`config.mk`:
```
export PLATFORM = sky130hd
export DESIGN_NAME = exec_slice
export DESIGN_NICKNAME = d
export VERILOG_FILES = /design/src/logic/exec_pkg.sv /design/src/logic/exec_slice.sv /design/src/logic/exec_unit.sv /design/src/logic/forward_ctrl.sv /design/src/logic/operand_muxes.sv /design/src/logic/reg_file.sv
export SDC_FILE = /design/constraint.sdc
export NUM_CORES = 2
export LEC_CHECK = 0
export ABC_AREA = 1
export BUFFER_PORTS_ARGS = -buffer_cell sky130_fd_sc_hd__buf_2
export CELL_PAD_IN_SITES_DETAIL_PLACEMENT = 2
export CELL_PAD_IN_SITES_GLOBAL_PLACEMENT = 2
export CORE_UTILIZATION = 39
export CTS_CLUSTER_DIAMETER = 30
export CTS_CLUSTER_SIZE = 25
export DETAILED_ROUTE_END_ITERATION = 16
export PLACE_DENSITY_LB_ADDON = 0.1
export SYNTH_ARGS = -nofsm -noshare
export SYNTH_HDL_FRONTEND = slang
export SYNTH_SLANG_ARGS = --single-unit
```
`constraint.sdc`:
```
create_clock -name clk -period 4.6 [get_ports clk]
set_clock_uncertainty 0.2 [all_clocks]
set_input_delay 0.46 -clock clk [delete_from_list [all_inputs] [get_ports clk]]
set_output_delay 0.46 -clock clk [all_outputs]
set_load 0.02 [all_outputs]
```
`src/logic/exec_pkg.sv`:
```
`default_nettype none

package exec_pkg;

	//////////////////////////////////////////////////////////////////////
	// Datapath sizes
	//////////////////////////////////////////////////////////////////////

	// One machine word
	localparam int unsigned DATA_W = 32;

	// Register index width and register count
	localparam int unsigned REG_AW   = 5;
	localparam int unsigned NUM_REGS = 32;

	//////////////////////////////////////////////////////////////////////
	// Operand source selects
	//////////////////////////////////////////////////////////////////////

	localparam int unsigned SEL_W = 2;

	// Plain register file read
	localparam logic [SEL_W-1:0] SEL_RF      = 2'd0;
	// Sign-extended immediate, operand B only
	localparam logic [SEL_W-1:0] SEL_IMM     = 2'd1;
	// Bypass from the ALU output in EX
	localparam logic [SEL_W-1:0] SEL_EX_FORW = 2'd2;
	// Bypass from the WB result register
	localparam logic [SEL_W-1:0] SEL_WB_FORW = 2'd3;

	//////////////////////////////////////////////////////////////////////
	// ALU operations
	//////////////////////////////////////////////////////////////////////

	localparam int unsigned OP_W = 3;

	// Shifts take the low 5 bits of operand B
	typedef enum logic [OP_W-1:0] {
		OP_ADD = 3'd0,
		OP_SUB = 3'd1,
		OP_AND = 3'd2,
		OP_OR  = 3'd3,
		OP_XOR = 3'd4,
		OP_SLL = 3'd5,
		OP_SRL = 3'd6
	} alu_op_e;

endpackage

`default_nettype wire

```
`src/logic/exec_slice.sv`:
```
`timescale 1ns/100ps
`default_nettype none

module exec_slice (
	input  logic                        clk,
	input  logic                        rst_n,
	input  logic                        id_freeze,
	input  logic                        ex_freeze,
	// Decoded instruction fields
	input  logic                        id_valid,
	input  exec_pkg::alu_op_e           id_op,
	input  logic [exec_pkg::REG_AW-1:0] id_rd,
	input  logic [exec_pkg::REG_AW-1:0] id_ra,
	input  logic [exec_pkg::REG_AW-1:0] id_rb,
	input  logic [exec_pkg::DATA_W-1:0] id_imm,
	input  logic                        id_use_imm,
	// Retirement
	output logic                        ret_valid,
	output logic [exec_pkg::REG_AW-1:0] ret_rd,
	output logic [exec_pkg::DATA_W-1:0] ret_data
);

	import exec_pkg::*;

	// Decode side
	logic [DATA_W-1:0] rf_data_a;
	logic [DATA_W-1:0] rf_data_b;
	logic [SEL_W-1:0]  sel_a;
	logic [SEL_W-1:0]  sel_b;
	logic [DATA_W-1:0] operand_a;
	logic [DATA_W-1:0] operand_b;
	// Stage state used for bypass
	logic              ex_valid;
	logic [REG_AW-1:0] ex_rd;
	logic [DATA_W-1:0] ex_forw;
	logic              wb_valid;
	logic [REG_AW-1:0] wb_rd;
	logic [DATA_W-1:0] wb_forw;

	//////////////////////////////////////////////////////////////////////
	// Decode stage
	//////////////////////////////////////////////////////////////////////

	// Retirement writes back on the same edge it is reported
	reg_file reg_file_inst (
		.clk     (clk),
		.rst_n   (rst_n),
		.raddr_a (id_ra),
		.rdata_a (rf_data_a),
		.raddr_b (id_rb),
		.rdata_b (rf_data_b),
		.we      (ret_valid),
		.waddr   (wb_rd),
		.wdata   (wb_forw)
	);

	forward_ctrl forward_ctrl_inst (
		.ra       (id_ra),
		.rb       (id_rb),
		.use_imm  (id_use_imm),
		.ex_valid (ex_valid),
		.ex_rd    (ex_rd),
		.wb_valid (wb_valid),
		.wb_rd    (wb_rd),
		.sel_a    (sel_a),
		.sel_b    (sel_b)
	);

	operand_muxes operand_muxes_inst (
		.clk       (clk),
		.rst_n     (rst_n),
		.id_freeze (id_freeze),
		.ex_freeze (ex_freeze),
		.rf_data_a (rf_data_a),
		.rf_data_b (rf_data_b),
		.ex_forw   (ex_forw),
		.wb_forw   (wb_forw),
		.simm      (id_imm),
		.sel_a     (sel_a),
		.sel_b     (sel_b),
		.operand_a (operand_a),
		.operand_b (operand_b)
	);

	//////////////////////////////////////////////////////////////////////
	// Execute and writeback
	//////////////////////////////////////////////////////////////////////

	exec_unit exec_unit_inst (
		.clk       (clk),
		.rst_n     (rst_n),
		.id_freeze (id_freeze),
		.ex_freeze (ex_freeze),
		.id_valid  (id_valid),
		.id_op     (id_op),
		.id_rd     (id_rd),
		.operand_a (operand_a),
		.operand_b (operand_b),
		.ex_valid  (ex_valid),
		.ex_rd     (ex_rd),
		.ex_forw   (ex_forw),
		.wb_valid  (wb_valid),
		.wb_rd     (wb_rd),
		.wb_forw   (wb_forw),
		.ret_valid (ret_valid)
	);

	// Retire fields come straight from WB
	assign ret_rd   = wb_rd;
	assign ret_data = wb_forw;

endmodule

`default_nettype wire

```
`src/logic/exec_unit.sv`:
```
`timescale 1ns/100ps
`default_nettype none

module exec_unit (
	input  logic                        clk,
	input  logic                        rst_n,
	input  logic                        id_freeze,
	input  logic                        ex_freeze,
	// Decode control fields
	input  logic                        id_valid,
	input  exec_pkg::alu_op_e           id_op,
	input  logic [exec_pkg::REG_AW-1:0] id_rd,
	// Operands already registered into EX
	input  logic [exec_pkg::DATA_W-1:0] operand_a,
	input  logic [exec_pkg::DATA_W-1:0] operand_b,
	// EX stage state and bypass
	output logic                        ex_valid,
	output logic [exec_pkg::REG_AW-1:0] ex_rd,
	output logic [exec_pkg::DATA_W-1:0] ex_forw,
	// WB stage state and bypass
	output logic                        wb_valid,
	output logic [exec_pkg::REG_AW-1:0] wb_rd,
	output logic [exec_pkg::DATA_W-1:0] wb_forw,
	// Retire strobe, doubles as register file write enable
	output logic                        ret_valid
);

	import exec_pkg::*;

	// Operation held in EX
	alu_op_e ex_op;

	//////////////////////////////////////////////////////////////////////
	// EX control register
	//////////////////////////////////////////////////////////////////////

	always_ff @(posedge clk) begin
		if (!rst_n) begin
			ex_valid <= 1'b0;
			ex_op    <= OP_ADD;
			ex_rd    <= '0;
		end else if (!ex_freeze) begin
			// Decode freeze alone turns the slot into a bubble
			ex_valid <= id_valid && !id_freeze;
			ex_op    <= id_op;
			ex_rd    <= id_rd;
		end
	end

	//////////////////////////////////////////////////////////////////////
	// ALU
	//////////////////////////////////////////////////////////////////////

	// Arithmetic wraps at 32 bits, shifts are logical
	always_comb begin
		case (ex_op)
			OP_ADD:  ex_forw = operand_a + operand_b;
			OP_SUB:  ex_forw = operand_a - operand_b;
			OP_AND:  ex_forw = operand_a & operand_b;
			OP_OR:   ex_forw = operand_a | operand_b;
			OP_XOR:  ex_forw = operand_a ^ operand_b;
			// Shift amount is the low 5 bits only
			OP_SLL:  ex_forw = operand_a << operand_b[4:0];
			OP_SRL:  ex_forw = operand_a >> operand_b[4:0];
			default: ex_forw = '0;
		endcase
	end

	//////////////////////////////////////////////////////////////////////
	// WB register
	//////////////////////////////////////////////////////////////////////

	// Control side, held while EX is frozen
	always_ff @(posedge clk) begin
		if (!rst_n) begin
			wb_valid <= 1'b0;
			wb_rd    <= '0;
		end else if (!ex_freeze) begin
			wb_valid <= ex_valid;
			wb_rd    <= ex_rd;
		end
	end

	// Result word
	always_ff @(posedge clk) begin
		if (!ex_freeze) begin
			wb_forw <= ex_forw;
		end
	end

	// Frozen WB must not retire, or the write would repeat
	assign ret_valid = wb_valid && !ex_freeze;

endmodule

`default_nettype wire

```
`src/logic/forward_ctrl.sv`:
```
`timescale 1ns/100ps
`default_nettype none

module forward_ctrl (
	// Decode source registers
	input  logic [exec_pkg::REG_AW-1:0] ra,
	input  logic [exec_pkg::REG_AW-1:0] rb,
	input  logic                        use_imm,
	// Destination of the instruction in EX
	input  logic                        ex_valid,
	input  logic [exec_pkg::REG_AW-1:0] ex_rd,
	// Destination of the instruction in WB
	input  logic                        wb_valid,
	input  logic [exec_pkg::REG_AW-1:0] wb_rd,
	// Source selects for the operand muxes
	output logic [exec_pkg::SEL_W-1:0]  sel_a,
	output logic [exec_pkg::SEL_W-1:0]  sel_b
);

	import exec_pkg::*;

	// Hazard hits per source and stage
	logic ex_hit_a;
	logic wb_hit_a;
	logic ex_hit_b;
	logic wb_hit_b;

	// Register 0 never forwards since it always reads zero
	assign ex_hit_a = ex_valid && (ex_rd != '0) && (ex_rd == ra);
	assign wb_hit_a = wb_valid && (wb_rd != '0) && (wb_rd == ra);
	assign ex_hit_b = ex_valid && (ex_rd != '0) && (ex_rd == rb);
	assign wb_hit_b = wb_valid && (wb_rd != '0) && (wb_rd == rb);

	// EX is the younger producer and wins over WB
	always_comb begin
		if (ex_hit_a) begin
			sel_a = SEL_EX_FORW;
		end else if (wb_hit_a) begin
			sel_a = SEL_WB_FORW;
		end else begin
			sel_a = SEL_RF;
		end
	end

	// Immediate overrides any hazard on rb
	always_comb begin
		if (use_imm) begin
			sel_b = SEL_IMM;
		end else if (ex_hit_b) begin
			sel_b = SEL_EX_FORW;
		end else if (wb_hit_b) begin
			sel_b = SEL_WB_FORW;
		end else begin
			sel_b = SEL_RF;
		end
	end

endmodule

`default_nettype wire

```
`src/logic/operand_muxes.sv`:
```
`timescale 1ns/100ps
`default_nettype none

module operand_muxes (
	input  logic                        clk,
	input  logic                        rst_n,
	// Pipeline freezes from the stall controller
	input  logic                        id_freeze,
	input  logic                        ex_freeze,
	// Candidate sources
	input  logic [exec_pkg::DATA_W-1:0] rf_data_a,
	input  logic [exec_pkg::DATA_W-1:0] rf_data_b,
	input  logic [exec_pkg::DATA_W-1:0] ex_forw,
	input  logic [exec_pkg::DATA_W-1:0] wb_forw,
	input  logic [exec_pkg::DATA_W-1:0] simm,
	// Source selects from forwarding control
	input  logic [exec_pkg::SEL_W-1:0]  sel_a,
	input  logic [exec_pkg::SEL_W-1:0]  sel_b,
	// Registered operands into EX
	output logic [exec_pkg::DATA_W-1:0] operand_a,
	output logic [exec_pkg::DATA_W-1:0] operand_b
);

	import exec_pkg::*;

	// Mux outputs ahead of the EX registers
	logic [DATA_W-1:0] muxed_a;
	logic [DATA_W-1:0] muxed_b;
	// Set once an operand is captured under decode freeze
	logic              saved_a;
	logic              saved_b;

	//////////////////////////////////////////////////////////////////////
	// Source multiplexers
	//////////////////////////////////////////////////////////////////////

	// Operand A has no immediate path
	always_comb begin
		case (sel_a)
			SEL_EX_FORW: muxed_a = ex_forw;
			SEL_WB_FORW: muxed_a = wb_forw;
			default:     muxed_a = rf_data_a;
		endcase
	end

	always_comb begin
		case (sel_b)
			SEL_IMM:     muxed_b = simm;
			SEL_EX_FORW: muxed_b = ex_forw;
			SEL_WB_FORW: muxed_b = wb_forw;
			default:     muxed_b = rf_data_b;
		endcase
	end

	//////////////////////////////////////////////////////////////////////
	// Operand registers
	//////////////////////////////////////////////////////////////////////

	// Capture once while decode is frozen, then hold until full release
	// Keeps a bypassed value after its producer has retired
	always_ff @(posedge clk) begin
		if (!rst_n) begin
			operand_a <= '0;
			saved_a   <= 1'b0;
		end else if (!ex_freeze && !saved_a) begin
			operand_a <= muxed_a;
			saved_a   <= id_freeze;
		end else if (!ex_freeze && !id_freeze) begin
			// Release edge, captured value goes into EX unchanged
			saved_a <= 1'b0;
		end
	end

	// Same rule for operand B
	always_ff @(posedge clk) begin
		if (!rst_n) begin
			operand_b <= '0;
			saved_b   <= 1'b0;
		end else if (!ex_freeze && !saved_b) begin
			operand_b <= muxed_b;
			saved_b   <= id_freeze;
		end else if (!ex_freeze && !id_freeze) begin
			saved_b <= 1'b0;
		end
	end

endmodule

`default_nettype wire

```
`src/logic/reg_file.sv`:
```
`timescale 1ns/100ps
`default_nettype none

module reg_file (
	input  logic                        clk,
	input  logic                        rst_n,
	// Read port A
	input  logic [exec_pkg::REG_AW-1:0] raddr_a,
	output logic [exec_pkg::DATA_W-1:0] rdata_a,
	// Read port B
	input  logic [exec_pkg::REG_AW-1:0] raddr_b,
	output logic [exec_pkg::DATA_W-1:0] rdata_b,
	// Single write port, driven by retirement
	input  logic                        we,
	input  logic [exec_pkg::REG_AW-1:0] waddr,
	input  logic [exec_pkg::DATA_W-1:0] wdata
);

	import exec_pkg::*;

	//////////////////////////////////////////////////////////////////////
	// Storage
	//////////////////////////////////////////////////////////////////////

	// Register 0 is hardwired, so only 1 to 31 are stored
	logic [DATA_W-1:0] regs [1:NUM_REGS-1];

	// Synchronous clear of every stored register
	always_ff @(posedge clk) begin
		if (!rst_n) begin
			for (int i = 1; i < NUM_REGS; i++) begin
				regs[i] <= '0;
			end
		end else if (we && (waddr != '0)) begin
			// Writes aimed at register 0 are dropped
			regs[waddr] <= wdata;
		end
	end

	//////////////////////////////////////////////////////////////////////
	// Read ports
	//////////////////////////////////////////////////////////////////////

	// No write-through
	// A value written at an edge shows up here after that edge
	always_comb begin
		if (raddr_a == '0) begin
			rdata_a = '0;
		end else begin
			rdata_a = regs[raddr_a];
		end
		if (raddr_b == '0) begin
			rdata_b = '0;
		end else begin
			rdata_b = regs[raddr_b];
		end
	end

endmodule

`default_nettype wire

```
# --- After elaboration in Yosys (flattened, before gate mapping) ---
# Memory sizes are Yosys's and may differ from the RTL's.
# Cells that the tools add are included.
classes:
  n_addsub: 2
  mul: 0
  div_mod_pow: 0
  magnitude_cmp: 0
  eq_ne: 15
  n_shift: 2
  muxes: 20
  n_bitwise: 3
  reduce_logical: 24
op_table:
  columns: ["operator", "n"]
  rows:
  - ["one-hot mux 32 bit (7 select lines)", 1]
  - ["two-way mux 32 bit", 3]
  - ["one-hot mux 32 bit (3 select lines)", 1]
  - ["one-hot mux 32 bit (2 select lines)", 1]
  - ["adder 32 bit", 1]
  - ["bitwise AND 32 bit", 1]
  - ["OR 32 bit", 1]
  - ["OR reduction 32 bit", 1]
  - ["<< shifter 32 x 5 -> 32 bit", 1]
  - [">> shifter 32 x 5 -> 32 bit", 1]
  - ["subtractor 32 bit", 1]
  - ["bitwise XOR 32 bit", 1]
  - ["== test 5 bit", 4]
  - ["logical AND 1 bit", 12]
  - ["logical NOT 5 bit", 2]
  - ["two-way mux 2 bit", 5]
  - ["nonzero test 5 bit", 2]
  - ["== test 3 bit, second input constant", 3]
  - ["== test 2 bit, second input constant", 4]
  - ["two-way mux 1 bit", 8]
  - ["== test 3 x 2 -> 1 bit, second input constant", 2]
  - ["two-way mux 5 bit", 1]
  - ["logical NOT 1 bit", 4]
  - ["nonzero test 2 bit", 2]
  - ["other kinds (3)", 3]
totals:
  ff_bits: 113
  latchBits: 0
  ramBits: 992
  rom_bits: 0
  inputBits: 56
  memories: 1
mem_list:
  columns: ["memory", "depth", "width", "read_ports", "rd_clocked_by_memory_dff", "write_ports", "line", "rtl"]
  rows:
  - ["reg_file_inst.regs", 31, 32, 2, 0, 31, "reg_file.sv:26", "logic [DATA_W-1:0] regs [1:NUM_REGS-1];"]

# --- Logic depth before layout (Yosys ltp) ---
depth:
  depth_word: 8
  mapped_depth: 32

# --- Cells and area by module ---
# A second synthesis with hierarchy kept.
hier_totals:
  cells_unflattened: 9659
  hier_area_um2: 70681.5
by_module_without_submodules:
  columns: ["mod", "n_inst", "cells_per_inst", "area_each_um2", "seq_area_each_um2"]
  rows:
  - ["reg_file", 1, 7253, 56550.5, 30749.5]
  - ["exec_unit", 1, 1758, 9968.3, 1261.2]
  - ["operand_muxes", 1, 588, 3823.7, 1321.3]
  - ["forward_ctrl", 1, 60, 339.1, 0.0]

# --- Least setup slack after synthesis ---
# No wires, ideal clock.
synth_timing:
  path_type: "flip-flop to flip-flop"
  start: "register operand_muxes_inst.operand_b[1] in the netlist's numbering"
  end: "register operand_muxes_inst.operand_b[30] in the netlist's numbering"
  t_arrival_ps: 3318
  slack_ps: 973
  path_stages_with_launch: 30
  synth_period_minus_slack_ps: 3627
  path_cell_list: "dfxtp_1 > buf_4 > inv_2 > buf_4 > buf_2 > ha_1 > inv_1 > nor2_1 > nand3_1 > nor2_2 > nand3_1 > nor2_1 > nand2_1 > o21ai_1 > nand2_1 > xor2_1 > ha_1 > inv_1 > nor3_1 > nand2_1 > nor2_1 > nand2_1 > nand2_1 > nand2_1 > nand3_1 > nand2_1 > nand2_1 > nand3_1 > nand2_1 > inv_1"
synth_via:
  elab_chain_len: 3
synth_rtl:
  columns: ["element", "line", "rtl"]
  rows:
  - ["from (decl)", "operand_muxes.sv:21", "output logic [exec_pkg::DATA_W-1:0] operand_b"]
  - ["from (signal assigned)", "operand_muxes.sv:80", "operand_b <= muxed_b;"]
  - ["subtractor 32 bit (tied with other cells)", "exec_unit.sv:58", "OP_SUB: ex_forw = operand_a - operand_b;"]
  - ["one-hot mux 32 bit (7 select lines) (*)", "exec_unit.sv:56", "case (ex_op)"]
  - ["via ex_forw[30]", "exec_slice.sv:35", "logic [DATA_W-1:0] ex_forw;"]
  - ["one-hot mux 32 bit (3 select lines) (*)", "operand_muxes.sv:47", "case (sel_b)"]
# Mark *: on every way through the listed nets, which the timed path passes. The rest lies on a longest branch.
# A chain may end at the register's enable or synchronous reset.

# --- Worst setup path in the final report ---
layout_timing:
  start: "register operand_muxes_inst.operand_b[0] in the netlist's numbering"
  end: "register operand_muxes_inst.operand_b[25] in the netlist's numbering"
# Same word-level chain as after synthesis.

==> out/qor.yml <==
status: "complete, no violations"
drive_gt1_share_pct: 10.22
drtIter0Drc: 7538
rsz0062_at_grt: "no"
clockRootBuffer: "clkbuf_16"
ys_seq_area_share_pct: 49.07
tightest_slew_ns: 1.118
core-area_um2: 172300
fp.dieArea_um2: 175900
multi_input_area_um2: 29480
final_hold_viol_count: 0
ir_worst_vdd_v: 0.0004195
htreeDepth: 5
gp_congestion: 0.9728
max_slew_margin_pct: 25.19
grt_pass1_vias: 77300
timing.final.crit_share_pct: 91.81
timing.rr.start: "operand_muxes_inst.operand_b[0]"
path_class: "register to register"
port_buffers: 93
syn_to_final_growth_pct: 21.34
ys_types: 49
holdCritStartpoint: "id_imm[23]"
clk_path_buf_depth: 4
synth_area_um2: 67930
final_common_cell: "nand2_1"
period_needed_ns: 4.223
critPathLaunch: "operand_muxes_inst.operand_b[0]"
hold_class: "primary input to register"
finalSetupViolations: 0
post_cts_buffers: 0
p_leak_uw: 0.03336
hold_slack_ns: 0.09599
power_density_nw_per_um2: 501.1
slew_viol_final: 0
grt_pass1_wl_um: 538500
syn_inst: 8641
overflow: 0
grt.total_usage_pct: 42.02
endpoint_kind: "register"
clkTransAtPathRegs_ns: 0.04
seqCellArea_um2: 33330
clkSinkCount: 1137
synth_seq_cells: 1137
drc: 0
drt_first_pass_iters: 6
synth-edff-count: 1056
synthArstFlopShare_pct: 0
die_h_um: 419.4
ant_nets: 0
timing.fmax_mhz: 236.8
critical_path.slowest_cell: "ha_1"
crit_arrival_ns: 4.85
vias: 71990
power_uw: 41300
synth-main-ff-cell: "edfxtp_1"
tritoncts: "yes"
drt_wl_total_um: 374600
viasPerCell: 6.405
num-nets-final: 8833
mostFrequentLayoutCells: "nand2_1, nor2_1, edfxtp_1"
tns_ns: 0
start_kind: "register"
fin_ws_ns: 0.3770
postSynthAreaPerCell_um2: 7.861
rows: 152
start_util_pct: 39.42
worst-path-max-fanout: 5
insertion_delay_ns: 0.94
fp.dieW_um: 419.4
antenna_found_initial: 10
drv_cap: 0
io_pins: 94
wl_per_cell_um: 33.33
yosys_warnings: 0
grt_max_degree: 131
pre_cts_ws_ns: 0.4748
dp_hpwl_um: 228800
slowest_delay_ns: 0.42
critPathRequiredTime_ns: 5.23
cts_buffers: 341
crit_top_cell: "nand2_1"
fillerInstances: 18810
-- critical path, delay by kind of cell (launching register included) --
family | cells | cell delay (ns)
simple gates | 18 | 2.52
fa+ha+maj | 2 | 0.57
flops | 1 | 0.32
buf+inv | 3 | 0.22
compound gates | 1 | 0.20
xor+xnor | 1 | 0.10
-- layer usage --
metal / wire (um) / GRT usage, % / vias up
met2: 176000 / 68.79 / 4147
li1: - / - / 29540
met3: 35010 / 9.836 / 1345
met5: 81 / 0 / -
met1: 139800 / 50.29 / 36940
met4: 23720 / 24.72 / 8
-- metrics by stage --
stage	cells	cell area, um^2	util (%)
6_report	11240	82430	47.84
3_3_place_gp	10600	71150	41.29
2_1_floorplan	8672	68050	-
4_1_cts	11240	82420	47.84
3_5_place_dp	10600	71150	41.29
5_1_grt	11240	82420	47.84
-- worst paths after layout --
path | end | cells after the start | slack [ns]
setup / recovery | operand_muxes_inst.operand_b[25] | 25 | 0.38
hold / removal | operand_muxes_inst.operand_b[23] | 7 | 0.1
setup reg to reg | operand_muxes_inst.operand_b[25] | 25 | 0.38
hold reg to reg | operand_muxes_inst.saved_b | 2 | 0.29
-- area by class of cell --
class / count / share of cell area (%)
Antenna cell: 1 / 0.003036
Clock buffer: 404 / 10.84
Clock inverter: 188 / 2.323
Inverter: 602 / 2.764
Multi-Input combinational cell: 6209 / 35.76
Sequential cell: 1137 / 40.44
Tap cell: 2310 / 3.507
Timing Repair Buffer: 388 / 4.358
-- logic make-up (layout without fill, tap and decap cells) --
logic type	Yosys count	in the layout	synth area share [%]
buffers and inverters	1326	1582	7.951
xor gates and xnor gates	52	52	0.6705
AOI/OAI and AO/OA	1639	1639	13.62
and+or+nand+nor	4388	4388	26.87
adders and majority gates	98	98	1.816
other	1	33	0.005520
DFF	1137	1137	49.07
-- flip-flops by register name, indices dropped and copies added (netlist names) --
register                      count
operand_muxes_inst.saved_b        1
exec_unit_inst.ex_op              3
exec_unit_inst.ex_valid           1
operand_muxes_inst.saved_a        1
exec_unit_inst.wb_forw           32
exec_unit_inst.wb_rd              5
reg_file_inst.regs             1024
operand_muxes_inst.operand_a     32
operand_muxes_inst.operand_b     32
exec_unit_inst.ex_rd              5
exec_unit_inst.wb_valid           1
-- report_power, final --
| group | switching, uW | internal (uW) |
|---|---|---|
| combinational | 4710 | 1410 |
| sequential | 514 | 11800 |
| clock | 7090 | 15700 |
| total | 12300 | 29000 |
-- synthesized netlist by cell type (40+ instances only) --
master / count / area [um^2]
o22ai_1: 100 / 625.6
ha_1: 97 / 1214
xor2_1: 40 / 350.3
o211ai_1: 309 / 2320
buf_2: 213 / 1066
inv_1: 589 / 2211
dfxtp_1: 81 / 1622
a21oi_1: 412 / 2062
o21ai_0: 728 / 3643
buf_4: 40 / 300.3
clkbuf_1: 432 / 1622
edfxtp_1: 1056 / 31710
nand3_1: 936 / 4684
nand4_1: 142 / 888.4
nand2_1: 1713 / 6430
nor2_1: 1532 / 5751
a31oi_1: 41 / 256.5
-- repair_timing --
action / CTS / global route
hold endpoints to repair: 43 / 0
resized for setup: 0 / 0
hold buffers: 42 / 0
Power figures use the tool's default switching activity.
